--- src/fir_pkg.sv ---
package fir_pkg;

	// axi4-lite bus widths
	localparam int AXI_DATA_W = 32;
	localparam int AXI_ADDR_W = 16;
	// byte address to word index
	localparam int ADDR_LSB = 2;
	localparam int WORD_ADDR_W = AXI_ADDR_W - ADDR_LSB;

	// filter arithmetic widths
	localparam int SAMPLE_W = 14;
	localparam int COEF_W = 18;
	// room for 64 full-scale products
	localparam int ACC_W = 40;
	// coefficients are q1.17
	localparam int COEF_FRAC = 17;

	typedef logic [AXI_DATA_W-1:0] axi_data_t;
	typedef logic [AXI_ADDR_W-1:0] axi_addr_t;
	typedef logic [WORD_ADDR_W-1:0] word_addr_t;
	typedef logic signed [SAMPLE_W-1:0] sample_t;
	typedef logic signed [COEF_W-1:0] coef_t;
	typedef logic signed [ACC_W-1:0] acc_t;

	// bresp / rresp code
	localparam logic [1:0] RESP_OKAY = 2'b00;

	// register map, word addresses
	localparam word_addr_t REG_INFO_NAME = 14'd0;
	localparam word_addr_t REG_INFO_VER = 14'd1;
	localparam word_addr_t REG_TAP_COUNT = 14'd2;
	localparam word_addr_t REG_SWITCHES = 14'd4;
	localparam word_addr_t REG_COEF_BASE = 14'd8;

	// "_RIF" and "2MT", byte-reversed ascii
	localparam axi_data_t INFO_NAME_WORD = 32'h5F524946;
	localparam axi_data_t INFO_VER_WORD = 32'h00324D54;

	// switch bit that turns filtering on
	localparam int SW_FIR_EN = 1;
	localparam int LED_WIDTH = 8;

	// one register write, controller to register bank
	typedef struct packed {
		logic strobe;
		word_addr_t addr;
		axi_data_t data;
	} reg_wr_t;

endpackage

--- src/axi_lite_ctrl_fsm.sv ---
`timescale 1ns/1ps

module axi_lite_ctrl_fsm (
	input logic S_AXI_ACLK,
	input logic S_AXI_ARESETN,
	// write address and data
	input fir_pkg::axi_addr_t i_s_axi_awaddr,
	input logic i_s_axi_awvalid,
	output logic o_s_axi_awready,
	input fir_pkg::axi_data_t i_s_axi_wdata,
	input logic [fir_pkg::AXI_DATA_W/8-1:0] i_s_axi_wstrb,
	input logic i_s_axi_wvalid,
	output logic o_s_axi_wready,
	// write response
	output logic [1:0] o_s_axi_bresp,
	output logic o_s_axi_bvalid,
	input logic i_s_axi_bready,
	// read address and data
	input fir_pkg::axi_addr_t i_s_axi_araddr,
	input logic i_s_axi_arvalid,
	output logic o_s_axi_arready,
	output fir_pkg::axi_data_t o_s_axi_rdata,
	output logic [1:0] o_s_axi_rresp,
	output logic o_s_axi_rvalid,
	input logic i_s_axi_rready,
	// register bank side
	output fir_pkg::reg_wr_t o_reg_wr,
	output fir_pkg::word_addr_t o_rd_addr,
	input fir_pkg::axi_data_t i_rd_data
);

	import fir_pkg::*;

	typedef enum logic {W_IDLE, W_RESP} wr_state_t;
	typedef enum logic {R_IDLE, R_DATA} rd_state_t;

	wr_state_t wr_state;
	rd_state_t rd_state;

	logic wr_accept;
	logic rd_accept;
	logic wr_strobe;
	word_addr_t wr_addr_q;
	axi_data_t wr_data_q;
	word_addr_t rd_addr_q;
	axi_data_t rdata_q;

	// aw and w taken together only when no response is pending
	assign wr_accept = (wr_state == W_IDLE) && i_s_axi_awvalid && i_s_axi_wvalid;
	assign rd_accept = (rd_state == R_IDLE) && i_s_axi_arvalid;

	// write fsm
	always_ff @(posedge S_AXI_ACLK) begin
		if (!S_AXI_ARESETN) begin
			wr_state <= W_IDLE;
			o_s_axi_awready <= 1'b0;
			o_s_axi_wready <= 1'b0;
			o_s_axi_bvalid <= 1'b0;
			wr_strobe <= 1'b0;
		end else begin
			// ready and strobe are single-cycle pulses
			o_s_axi_awready <= 1'b0;
			o_s_axi_wready <= 1'b0;
			wr_strobe <= 1'b0;
			case (wr_state)
				W_IDLE: begin
					if (wr_accept) begin
						o_s_axi_awready <= 1'b1;
						o_s_axi_wready <= 1'b1;
						wr_strobe <= 1'b1;
						wr_state <= W_RESP;
					end
				end
				W_RESP: begin
					// response follows the ready pulse
					if (o_s_axi_awready) begin
						o_s_axi_bvalid <= 1'b1;
					end else if (o_s_axi_bvalid && i_s_axi_bready) begin
						o_s_axi_bvalid <= 1'b0;
						wr_state <= W_IDLE;
					end
				end
				default: wr_state <= W_IDLE;
			endcase
		end
	end

	// write address and data capture
	always_ff @(posedge S_AXI_ACLK) begin
		if (wr_accept) begin
			wr_addr_q <= i_s_axi_awaddr[AXI_ADDR_W-1:ADDR_LSB];
			wr_data_q <= i_s_axi_wdata;
		end
	end

	// read fsm
	always_ff @(posedge S_AXI_ACLK) begin
		if (!S_AXI_ARESETN) begin
			rd_state <= R_IDLE;
			o_s_axi_arready <= 1'b0;
			o_s_axi_rvalid <= 1'b0;
		end else begin
			o_s_axi_arready <= 1'b0;
			case (rd_state)
				R_IDLE: begin
					if (rd_accept) begin
						o_s_axi_arready <= 1'b1;
						rd_state <= R_DATA;
					end
				end
				R_DATA: begin
					// decoded data is ready one cycle after the address latch
					if (o_s_axi_arready) begin
						o_s_axi_rvalid <= 1'b1;
					end else if (o_s_axi_rvalid && i_s_axi_rready) begin
						o_s_axi_rvalid <= 1'b0;
						rd_state <= R_IDLE;
					end
				end
				default: rd_state <= R_IDLE;
			endcase
		end
	end

	// read address latch and read data register
	always_ff @(posedge S_AXI_ACLK) begin
		if (rd_accept) begin
			rd_addr_q <= i_s_axi_araddr[AXI_ADDR_W-1:ADDR_LSB];
		end
		if (o_s_axi_arready) begin
			rdata_q <= i_rd_data;
		end
	end

	assign o_reg_wr = '{strobe: wr_strobe, addr: wr_addr_q, data: wr_data_q};
	assign o_rd_addr = rd_addr_q;
	assign o_s_axi_rdata = rdata_q;
	// no error responses
	assign o_s_axi_bresp = RESP_OKAY;
	assign o_s_axi_rresp = RESP_OKAY;

	// write response held until the master takes it
	assert property (@(posedge S_AXI_ACLK) disable iff (!S_AXI_ARESETN)
		o_s_axi_bvalid && !i_s_axi_bready |=> o_s_axi_bvalid);

	// read data held steady until the master takes it
	assert property (@(posedge S_AXI_ACLK) disable iff (!S_AXI_ARESETN)
		o_s_axi_rvalid && !i_s_axi_rready |=> o_s_axi_rvalid && $stable(o_s_axi_rdata));

endmodule

--- src/fir_reg_bank.sv ---
`timescale 1ns/1ps

module fir_reg_bank #(
	parameter int FIR_DSP_NR = 4,
	parameter int FIR_TM = 2,
	localparam int FIR_TAPS = FIR_TM * FIR_DSP_NR
) (
	input logic S_AXI_ACLK,
	input logic S_AXI_ARESETN,
	// register write from the controller
	input fir_pkg::reg_wr_t i_reg_wr,
	// read decode
	input fir_pkg::word_addr_t i_rd_addr,
	output fir_pkg::axi_data_t o_rd_data,
	// filter control
	output logic o_fir_en,
	output fir_pkg::coef_t [FIR_TAPS-1:0] o_coefs,
	output logic [fir_pkg::LED_WIDTH-1:0] o_leds
);

	import fir_pkg::*;

	axi_data_t switches;
	coef_t [FIR_TAPS-1:0] coefs;

	// switch word
	always_ff @(posedge S_AXI_ACLK) begin
		if (!S_AXI_ARESETN) begin
			switches <= '0;
		end else if (i_reg_wr.strobe && (i_reg_wr.addr == REG_SWITCHES)) begin
			switches <= i_reg_wr.data;
		end
	end

	// coefficient storage, one word per tap
	always_ff @(posedge S_AXI_ACLK) begin
		if (i_reg_wr.strobe) begin
			for (int k = 0; k < FIR_TAPS; k++) begin
				if (i_reg_wr.addr == word_addr_t'(REG_COEF_BASE + k)) begin
					// sign from bit 31, magnitude bits from the low end
					coefs[k] <= {i_reg_wr.data[AXI_DATA_W-1], i_reg_wr.data[COEF_W-2:0]};
				end
			end
		end
	end

	// read mux, coefficients are write-only
	always_comb begin
		case (i_rd_addr)
			REG_INFO_NAME: o_rd_data = INFO_NAME_WORD;
			REG_INFO_VER: o_rd_data = INFO_VER_WORD;
			REG_TAP_COUNT: o_rd_data = axi_data_t'(FIR_TAPS);
			REG_SWITCHES: o_rd_data = switches;
			default: o_rd_data = '0;
		endcase
	end

	assign o_fir_en = switches[SW_FIR_EN];
	assign o_coefs = coefs;
	// leds mirror the low switch bits
	assign o_leds = switches[LED_WIDTH-1:0];

endmodule

--- src/fir_phase_counter.sv ---
`timescale 1ns/1ps

module fir_phase_counter #(
	parameter int FIR_TM = 2,
	localparam int PHASE_W = (FIR_TM > 1) ? $clog2(FIR_TM) : 1
) (
	input logic S_AXI_ACLK,
	input logic S_AXI_ARESETN,
	input logic i_start,
	output logic [PHASE_W-1:0] o_phase,
	output logic o_mac_en,
	output logic o_done,
	output logic o_busy
);

	typedef enum logic [1:0] {PC_IDLE, PC_MAC, PC_DONE} pc_state_t;

	pc_state_t state;
	logic [PHASE_W-1:0] phase;

	always_ff @(posedge S_AXI_ACLK) begin
		if (!S_AXI_ARESETN) begin
			state <= PC_IDLE;
			phase <= '0;
		end else begin
			case (state)
				PC_IDLE: begin
					// start is only honoured while idle
					if (i_start) begin
						state <= PC_MAC;
						phase <= '0;
					end
				end
				PC_MAC: begin
					if (phase == PHASE_W'(FIR_TM - 1)) begin
						state <= PC_DONE;
						phase <= '0;
					end else begin
						phase <= phase + 1'b1;
					end
				end
				// one cycle for the output load
				PC_DONE: state <= PC_IDLE;
				default: state <= PC_IDLE;
			endcase
		end
	end

	assign o_phase = phase;
	assign o_mac_en = (state == PC_MAC);
	assign o_done = (state == PC_DONE);
	assign o_busy = (state != PC_IDLE);

	// each done closes a pass accepted FIR_TM+1 edges earlier
	assert property (@(posedge S_AXI_ACLK) disable iff (!S_AXI_ARESETN)
		o_done |-> $past(i_start && !o_busy, FIR_TM + 1));

endmodule

--- src/fir_mac_datapath.sv ---
`timescale 1ns/1ps

module fir_mac_datapath #(
	parameter int FIR_DSP_NR = 4,
	parameter int FIR_TM = 2,
	localparam int FIR_TAPS = FIR_TM * FIR_DSP_NR,
	localparam int PHASE_W = (FIR_TM > 1) ? $clog2(FIR_TM) : 1
) (
	input logic S_AXI_ACLK,
	input logic S_AXI_ARESETN,
	// new sample and its load strobe
	input fir_pkg::sample_t i_sample,
	input logic i_load,
	// sequencing from the phase counter
	input logic [PHASE_W-1:0] i_phase,
	input logic i_mac_en,
	input logic i_done,
	// control from the register bank
	input logic i_fir_en,
	input fir_pkg::coef_t [FIR_TAPS-1:0] i_coefs,
	output fir_pkg::sample_t o_fir_out,
	output logic o_fir_valid
);

	import fir_pkg::*;

	localparam int TAP_W = (FIR_TAPS > 1) ? $clog2(FIR_TAPS) : 1;

	sample_t [FIR_TAPS-1:0] hist;
	acc_t acc;
	acc_t acc_scaled;
	acc_t mac_sum;
	acc_t prod [FIR_DSP_NR];
	logic [TAP_W-1:0] tap_idx [FIR_DSP_NR];

	// history line, entry 0 is the newest sample
	always_ff @(posedge S_AXI_ACLK) begin
		if (!S_AXI_ARESETN) begin
			hist <= '0;
		end else if (i_load) begin
			for (int k = FIR_TAPS - 1; k > 0; k--) begin
				hist[k] <= hist[k-1];
			end
			hist[0] <= i_sample;
		end
	end

	// one multiplier per dsp lane
	// lane d handles tap FIR_DSP_NR*phase+d
	for (genvar d = 0; d < FIR_DSP_NR; d++) begin : g_mult
		assign tap_idx[d] = TAP_W'(FIR_DSP_NR * int'(i_phase) + d);
		assign prod[d] = acc_t'(i_coefs[tap_idx[d]]) * acc_t'(hist[tap_idx[d]]);
	end

	// adder tree over the lanes
	always_comb begin
		mac_sum = '0;
		for (int d = 0; d < FIR_DSP_NR; d++) begin
			mac_sum = mac_sum + prod[d];
		end
	end

	// accumulator, cleared with each new sample
	always_ff @(posedge S_AXI_ACLK) begin
		if (i_load) begin
			acc <= '0;
		end else if (i_mac_en) begin
			acc <= acc + mac_sum;
		end
	end

	// drop fraction bits, top bits wrap on truncation
	assign acc_scaled = acc >>> COEF_FRAC;

	// output select, filtered or raw newest sample
	always_ff @(posedge S_AXI_ACLK) begin
		if (i_done) begin
			o_fir_out <= i_fir_en ? acc_scaled[SAMPLE_W-1:0] : hist[0];
		end
	end

	always_ff @(posedge S_AXI_ACLK) begin
		if (!S_AXI_ARESETN) begin
			o_fir_valid <= 1'b0;
		end else begin
			o_fir_valid <= i_done;
		end
	end

	// one result per accepted sample
	assert property (@(posedge S_AXI_ACLK) disable iff (!S_AXI_ARESETN)
		o_fir_valid |=> !o_fir_valid);

endmodule

--- src/fir_axi_top.sv ---
`timescale 1ns/1ps

module fir_axi_top #(
	parameter int FIR_DSP_NR = 4,
	parameter int FIR_TM = 2
) (
	input logic S_AXI_ACLK,
	input logic S_AXI_ARESETN,
	// axi4-lite slave
	input fir_pkg::axi_addr_t i_s_axi_awaddr,
	input logic i_s_axi_awvalid,
	output logic o_s_axi_awready,
	input fir_pkg::axi_data_t i_s_axi_wdata,
	input logic [fir_pkg::AXI_DATA_W/8-1:0] i_s_axi_wstrb,
	input logic i_s_axi_wvalid,
	output logic o_s_axi_wready,
	output logic [1:0] o_s_axi_bresp,
	output logic o_s_axi_bvalid,
	input logic i_s_axi_bready,
	input fir_pkg::axi_addr_t i_s_axi_araddr,
	input logic i_s_axi_arvalid,
	output logic o_s_axi_arready,
	output fir_pkg::axi_data_t o_s_axi_rdata,
	output logic [1:0] o_s_axi_rresp,
	output logic o_s_axi_rvalid,
	input logic i_s_axi_rready,
	// sample stream
	input fir_pkg::sample_t i_sample,
	input logic i_sample_valid,
	output fir_pkg::sample_t o_fir_out,
	output logic o_fir_valid,
	output logic [fir_pkg::LED_WIDTH-1:0] o_leds
);

	import fir_pkg::*;

	localparam int FIR_TAPS = FIR_TM * FIR_DSP_NR;
	localparam int PHASE_W = (FIR_TM > 1) ? $clog2(FIR_TM) : 1;

	reg_wr_t reg_wr;
	word_addr_t rd_addr;
	axi_data_t rd_data;
	logic fir_en;
	coef_t [FIR_TAPS-1:0] coefs;
	logic [PHASE_W-1:0] phase;
	logic mac_en;
	logic done;
	logic busy;
	logic start;

	// strobes during a busy pass are dropped
	assign start = i_sample_valid && !busy;

	axi_lite_ctrl_fsm u_ctrl (
		.S_AXI_ACLK(S_AXI_ACLK),
		.S_AXI_ARESETN(S_AXI_ARESETN),
		.i_s_axi_awaddr(i_s_axi_awaddr),
		.i_s_axi_awvalid(i_s_axi_awvalid),
		.o_s_axi_awready(o_s_axi_awready),
		.i_s_axi_wdata(i_s_axi_wdata),
		.i_s_axi_wstrb(i_s_axi_wstrb),
		.i_s_axi_wvalid(i_s_axi_wvalid),
		.o_s_axi_wready(o_s_axi_wready),
		.o_s_axi_bresp(o_s_axi_bresp),
		.o_s_axi_bvalid(o_s_axi_bvalid),
		.i_s_axi_bready(i_s_axi_bready),
		.i_s_axi_araddr(i_s_axi_araddr),
		.i_s_axi_arvalid(i_s_axi_arvalid),
		.o_s_axi_arready(o_s_axi_arready),
		.o_s_axi_rdata(o_s_axi_rdata),
		.o_s_axi_rresp(o_s_axi_rresp),
		.o_s_axi_rvalid(o_s_axi_rvalid),
		.i_s_axi_rready(i_s_axi_rready),
		.o_reg_wr(reg_wr),
		.o_rd_addr(rd_addr),
		.i_rd_data(rd_data)
	);

	fir_reg_bank #(.FIR_DSP_NR(FIR_DSP_NR), .FIR_TM(FIR_TM)) u_regs (
		.S_AXI_ACLK(S_AXI_ACLK),
		.S_AXI_ARESETN(S_AXI_ARESETN),
		.i_reg_wr(reg_wr),
		.i_rd_addr(rd_addr),
		.o_rd_data(rd_data),
		.o_fir_en(fir_en),
		.o_coefs(coefs),
		.o_leds(o_leds)
	);

	fir_phase_counter #(.FIR_TM(FIR_TM)) u_phase (
		.S_AXI_ACLK(S_AXI_ACLK),
		.S_AXI_ARESETN(S_AXI_ARESETN),
		.i_start(start),
		.o_phase(phase),
		.o_mac_en(mac_en),
		.o_done(done),
		.o_busy(busy)
	);

	fir_mac_datapath #(.FIR_DSP_NR(FIR_DSP_NR), .FIR_TM(FIR_TM)) u_mac (
		.S_AXI_ACLK(S_AXI_ACLK),
		.S_AXI_ARESETN(S_AXI_ARESETN),
		.i_sample(i_sample),
		.i_load(start),
		.i_phase(phase),
		.i_mac_en(mac_en),
		.i_done(done),
		.i_fir_en(fir_en),
		.i_coefs(coefs),
		.o_fir_out(o_fir_out),
		.o_fir_valid(o_fir_valid)
	);

endmodule

--- config.mk ---
export PLATFORM = sky130hd
export DESIGN_NAME = fir_axi_top
export DESIGN_NICKNAME = d
export VERILOG_FILES = /design/src/fir_pkg.sv /design/src/axi_lite_ctrl_fsm.sv /design/src/fir_reg_bank.sv /design/src/fir_phase_counter.sv /design/src/fir_mac_datapath.sv /design/src/fir_axi_top.sv
export SDC_FILE = /design/constraint.sdc
export NUM_CORES = 2
export LEC_CHECK = 0
export BUFFER_PORTS_ARGS = -buffer_cell sky130_fd_sc_hd__buf_2
export CAP_MARGIN = 20
export CORE_ASPECT_RATIO = 1.25
export CORE_MARGIN = 10
export CORE_UTILIZATION = 45
export CTS_CLUSTER_SIZE = 16
export DETAILED_ROUTE_END_ITERATION = 7
export PLACE_DENSITY = 0.68
export SYNTH_ARGS = -nofsm -noshare
export SYNTH_HDL_FRONTEND = slang
export SYNTH_SLANG_ARGS = --single-unit
--- constraint.sdc ---
create_clock -name S_AXI_ACLK -period 11.73 [get_ports S_AXI_ACLK]
set_input_delay 1.7595 -clock S_AXI_ACLK [delete_from_list [all_inputs] [get_ports S_AXI_ACLK]]
set_output_delay 1.7595 -clock S_AXI_ACLK [all_outputs]
set_load 0.03 [all_outputs]
# Word level (Yosys, flattened, before mapping)
# Index checks and enable logic that the tools add are counted.
[classes]
n_mux = 36
bitwise = 3
n_lt_le_gt_ge = 4
mul = 4
reduce_logical = 28
n_eq_ne = 16
add_sub_neg = 8
[ops]
columns = ["op", "count"]
rows = [
  ["18-bit binary-select mux with 3-bit select", 3],
  ["40-bit adder", 4],
  ["18-bit by 14-bit multiplier with 32-bit output", 4],
  ["32-bit case mux with 4 select lines", 1],
  ["14-bit binary-select mux with 3-bit select", 3],
  ["14-bit by 4-bit equality test with 1-bit output (second input constant)", 8],
  ["18-bit 2-to-1 mux", 5],
  ["14-bit 2-to-1 mux", 6],
  ["14-bit by 3-bit equality test with 1-bit output (second input constant)", 2],
  ["2-bit AND reduction", 12],
  ["3-bit by 4-bit less-than comparator with 1-bit output (second input constant)", 4],
  ["14-bit by 1-bit equality test with 1-bit output (second input constant)", 1],
  ["14-bit by 2-bit equality test with 1-bit output (second input constant)", 1],
  ["14-bit zero test", 1],
  ["1-bit 2-to-1 mux", 12],
  ["2-bit nonzero test", 4],
  ["1-bit logical AND", 7],
  ["3-bit by 2-bit adder with 3-bit output (second input constant)", 2],
  ["1-bit case mux with 2 select lines", 3],
  ["2-bit 2-to-1 mux", 2],
  ["2-bit case mux with 2 select lines", 1],
  ["2-bit OR reduction", 2],
  ["3-bit by 1-bit adder with 3-bit output (second input constant)", 1],
  ["1-bit inverter", 3],
  ["7 further kinds", 7],
]
[totals]
wordCells = 131
register_bits = 444
output_inout_bits = 64

# Logic depth before layout (Yosys ltp)
[depth]
ltp_word = 8
mapped_depth = 46
mapped_depth_nobuf = 41

# By module
# From an unflattened synthesis, not the netlist that was laid out.
[unflattened]
cells_unflattened = 5325
hier_area_um2 = 54668.7
[modules_own_cells]
columns = ["mod", "instances", "cells_each", "area_per_inst_um2"]
rows = [
  ["fir_mac_datapath", 1, 4812, 45294.7],
  ["fir_reg_bank", 1, 377, 6178.4],
  ["axi_lite_ctrl_fsm", 1, 121, 3037.9],
  ["fir_phase_counter", 1, 14, 143.9],
  ["fir_axi_top", 1, 1, 13.8],
]

# Worst setup path before layout
# OpenSTA, ideal clock, no wires.
[synth_path]
path_type = "reg-to-reg"
start = "register u_phase.phase (netlist: u_phase.o_phase)"
end = "register u_mac.acc[30]"
setup_slack_ps = 650
required_time_ps = 11661
path_buffers = 5
path_stages_with_launch = 44
setup_time_ps = 69
period_less_slack_ps = 11080
arrival_ps = 11011
path_cell_list = "dfxtp_1 -> buf_2 -> buf_2 -> clkbuf_1 -> clkbuf_1 -> buf_1 -> mux2i_1 -> nor2_1 -> fa_1 -> inv_1 -> fa_1 -> inv_1 -> fa_1 -> fa_1 -> fa_1 -> inv_1 -> fa_1 -> inv_1 -> (+8 left out) -> a21o_2 -> a21oi_1 -> xnor2_1 -> fa_1 -> inv_1 -> fa_1 -> fa_1 -> xnor2_1 -> xnor2_1 -> xnor2_1 -> xnor2_1 -> xnor2_1 -> xnor2_1 -> xnor2_1 -> xnor2_1 -> xnor2_1 -> xnor3_1 -> o21ai_1"
[synth_between]
elab_chain_cells = 8
[synth_rtl]
columns = ["element", "line", "source"]
rows = [
  ["start: declaration", "fir_phase_counter.sv:19", "logic [PHASE_W-1:0] phase;"],
  ["start signal: assignment", "fir_phase_counter.sv:39", "phase <= phase + 1'b1;"],
  ["3-bit by 1-bit adder with 3-bit output", "fir_mac_datapath.sv:51", "assign tap_idx[d] = TAP_W'(FIR_DSP_NR * int'(i_phase) + d);"],
  ["18-bit binary-select mux with 3-bit select or 14-bit binary-select mux with 3-bit select (tied branches)", "fir_mac_datapath.sv:52", "assign prod[d] = acc_t'(i_coefs[tap_idx[d]]) * acc_t'(hist[tap_idx[d]]);"],
  ["18-bit 2-to-1 mux (implied by the code) or 14-bit 2-to-1 mux (tied branches)", "fir_mac_datapath.sv:52", ""],
  ["18-bit by 14-bit multiplier with 32-bit output", "fir_mac_datapath.sv:52", ""],
  ["40-bit adder (2 in series)", "fir_mac_datapath.sv:59", "mac_sum = mac_sum + prod[d];"],
  ["40-bit adder *", "fir_mac_datapath.sv:59", ""],
  ["40-bit adder *", "fir_mac_datapath.sv:68", "acc <= acc + mac_sum;"],
  ["end signal: assignment", "fir_mac_datapath.sv:68", ""],
  ["end: declaration", "fir_mac_datapath.sv:30", "acc_t acc;"],
]
# Mark *: on every way between the ends. The rest lies on a longest branch, timed or not. The select of a mux whose other input is x is not followed.
# A chain may end at the register's enable or synchronous reset.

# Final worst setup path
# Same ends and word-level chain as after synthesis.

==> flow_metrics.py <==
metrics = {
    "outcome": {
        "status": "complete, no violations",
    },
    "critical_path": {
        "crit_type": "flop to flop",
        "reg2regPathDepth": 36,
        "critPathLaunchType": "flop",
        "crit_slowest_cell": "mux2i_1",
        "r2r_slack_ns": 0.51,
        "r2r_end": "u_mac.acc[30]",
        "critical_path_required_ns": 12.32,
        "cpPeakStageDelay_ns": 0.61,
        "cp.arrival_ns": 11.80,
        "cp_max_fo": 26,
        "worstSetupEndpointType": "flop",
        "reg2reg_from": "u_phase.o_phase",
        "cp_common_cell": "fa_1",
    },
    "clock_network": {
        "clockRootBuffer": "clkbuf_16",
        "insertion_delay_ns": 0.69,
        "cts.sinks": 435,
        "ctsHoldBuffers": 0,
        "h-tree-depth": 2,
        "cts_tree": "built",
        "ctsLongestPathBuffers": 3,
        "cts_buffers": 50,
        "path_clk_slew_ns": 0.07,
    },
    "final_layout": {
        "fillers": 11103,
        "seqCellArea_um2": 11200,
        "final_area_um2": 60400,
        "num_antenna_cells": 0,
        "area_delta_synth_final_pct": 9.21,
        "final_common_cell": "inv_1",
        "multi_input_area_um2": 39200,
        "final_cell_mix": "inv_1 (1154), fa_1 (1041), nand2_1 (773), nor2_1 (589), ha_1 (323)",
        "drive_gt1_frac": 0.0931,
        "fin_nets": 7289,
    },
    "placed_design": {
        "pre_cts_ws_ns": 0.629,
        "gp_congestion": 0.948,
        "io_buffer_count": 141,
        "dp_hpwl_um": 130000,
        "dpl-instance-area_um2": 58600,
    },
    "floorplan": {
        "initial_utilization": 0.454,
        "die_w_um": 334,
        "coreArea_um2": 122000,
        "rows": 143,
        "chipHeight_um": 412,
        "io_pins": 154,
        "die-area_um2": 137000,
    },
    "synthesis": {
        "synth_area_um2": 55300,
        "yosysUniqueCellTypes": 68,
        "synth_enable_flop_cells": 250,
        "synth_ff_type": "edfxtp_1",
        "ys_warn_count": 0,
        "ys_ff_latch": 435,
        "ys_async_sr_fraction": 0,
        "postSynthAreaPerCell_um2": 9.80,
        "synth_seq_area_share": 0.203,
        "postSynthCellCount": 5643,
    },
    "power_and_ir_drop": {
        "power_mw": 7.02,
        "p_seq_frac": 0.247,
        "p_int_mw": 4.13,
        "peakVddDrop_v": 0.000165,
        "pwr-share-clk": 0.237,
        "p_sw_frac": 0.411,
        "p_comb_frac": 0.516,
        "power.switching_mw": 2.89,
        "p_leak_nw": 27.6,
        "powerDensity_nw_per_um2": 116,
    },
    "global_routing": {
        "grt_usage": 0.230,
        "grt_max_degree": 102,
        "first_global_vias": 42369,
        "antenna_found_initial": 6,
        "grt.overflow.total": 0,
        "grt_first_pass_wirelength_um": 243000,
    },
    "drt": {
        "drt-pass1-iter-count": 6,
        "viasPerCell": 5.30,
        "wl_per_cell_um": 21.1,
        "wl_met1_um": 59700,
        "route.detailed.drc": 0,
        "top_layer_used": "met4",
        "drt_wl_total_um": 158000,
        "routed-wl-met2_um": 75600,
        "ant_nets": 0,
        "met3_length_um": 13200,
        "vias": 39630,
        "drt_iter0_drc": 3001,
    },
    "timing": {
        "setup_viol": 0,
        "tightest_slew_ns": 1.12,
        "finalWorstSetupSlack_ns": 0.510,
        "relSlewSlack": 0.250,
        "slew_violations": 0,
        "finalClockSkew_ns": 0.0758,
        "finalCritPeriodShare": 0.956,
        "setup_tns_ns": 0,
        "finalCriticalPeriod_ns": 11.22,
        "hold_violations": 0,
        "rsz0062_at_grt": "no",
        "fmax_ghz": 0.0891,
        "holdWs_ns": 0.450,
    },
    "min_path": {
        "hold_path.class": "flop to flop",
        "min_path_cells": 2,
        "hold_end": "u_mac.hist[84]",
        "min-delay-start": "u_mac.hist[70]",
    },
    "job": {
        "cap_viol_max_count": 0,
    },
}
## worst max-delay path by stage
stage / slack (ns) / endpoint / depth (start not counted) / startpoint
floorplan: 0.65 / u_mac.acc[30] / 43 / u_phase.o_phase
global placement: 0.73 / u_mac.acc[30] / 41 / u_phase.o_phase
detailed placement: 0.63 / u_mac.acc[30] / 41 / u_phase.o_phase
CTS: 0.59 / u_mac.acc[30] / 41 / u_phase.o_phase
global route: 0.04 / u_mac.acc[30] / 36 / u_phase.o_phase
finish: 0.51 / u_mac.acc[30] / 36 / u_phase.o_phase
## layout make-up
| class | count | share of cell area |
|---|---|---|
| tap | 1595 | 0.0330 |
| sequential | 435 | 0.186 |
| clock inverter | 37 | 0.00717 |
| clock buffer | 57 | 0.0222 |
| inverter | 1154 | 0.0717 |
| multi-input combinational | 3902 | 0.649 |
| timing repair buffer | 292 | 0.0312 |
## synthesized netlist by cell type, types with 5 or more instances
cell,n,area [µm²]
xor2_1,50,438
nand3_1,18,90.1
nor3_1,11,55.1
nand4_1,6,37.5
mux2i_1,154,1540
o31ai_1,5,37.5
o21a_1,18,135
nand3b_1,5,37.5
nand2_1,775,2910
o21ai_0,60,300
mux2_2,122,1370
a21o_1,82,616
nor2b_1,58,363
xnor2_1,126,1100
nor2_1,590,2210
clkbuf_1,118,443
a21boi_0,119,893
a211oi_1,11,82.6
dfxtp_1,185,3700
nand2b_1,35,219
or2_2,18,113
inv_1,1154,4330
and3_1,19,119
buf_4,13,97.6
and2_1,24,150
ha_1,323,4040
o21bai_1,16,120
a31oi_1,7,43.8
buf_1,22,82.6
a21oi_1,138,691
fa_1,1041,20800
or3_1,5,31.3
edfxtp_1,250,7510
nor4_1,9,56.3
## layer usage
layer	track usage	up-vias
met5	0	-
met4	0.116	0
met3	0.0471	402
met2	0.391	1628
met1	0.277	19943
li1	-	17657
## power groups by stage
stage                     Combinational (mW)  Sequential, mW  Clock, mW
final                                   3.62            1.73       1.66
after CTS                               3.59            1.73       1.69
after floorplan                         2.69            1.74          0
after detailed placement                3.56            1.76          0
after global placement                  3.49            1.76          0
after global routing                    4.04            1.74       1.75
## through the flow
step	utilization	cells
after floorplan	-	5646
after global routing	0.496	7472
after CTS	0.495	7469
final	0.496	7472
after global placement	0.481	7375
after detailed placement	0.481	7375
## sequential cells by signal, indices dropped and copies added (netlist names)
name	cells
u_regs.o_coefs	144
u_mac.hist	112
u_ctrl.o_s_axi_rdata	32
u_ctrl.wr_data_q	32
u_regs.switches	32
u_mac.acc	31
u_ctrl.o_rd_addr	14
u_ctrl.wr_addr_q	14
u_mac.o_fir_out	14
u_phase.state	2
u_ctrl.o_s_axi_arready	1
u_ctrl.o_s_axi_awready	1
u_ctrl.o_s_axi_bvalid	1
u_ctrl.o_s_axi_rvalid	1
u_ctrl.rd_state	1
u_ctrl.wr_state	1
u_mac.o_fir_valid	1
u_phase.o_phase	1
## cells by family (layout without fill, tap and decap cells)
logic type | count (synthesis) | count (layout) | synth area share
simple gates | 1582 | 1582 | 0.117
fa+ha+maj | 1364 | 1364 | 0.450
buf+inv | 1309 | 1540 | 0.0898
compound gates | 499 | 499 | 0.0598
flops | 435 | 435 | 0.203
mux | 276 | 276 | 0.0527
xor+xnor | 177 | 177 | 0.0283
other cells | 1 | 4 | 0.0000678
## timing repair
| item | in CTS | in global routing |
|---|---|---|
| resized for setup | 0 | 2 |
| endpoints found under the setup margin | 0 | 1 |
| buffers inserted | 0 | 0 |
## worst max-delay path, delay by kind of cell (launching register included)
family | cells | cell delay [ns]
DFF | 1 | 0.59
and+or+nand+nor | 8 | 1.37
xor gates and xnor gates | 3 | 0.75
AOI/OAI and AO/OA | 7 | 1.78
muxes | 1 | 0.61
adders and majority gates | 11 | 5.17
buffers and inverters | 6 | 0.87
(Power assumes the default switching activity.)
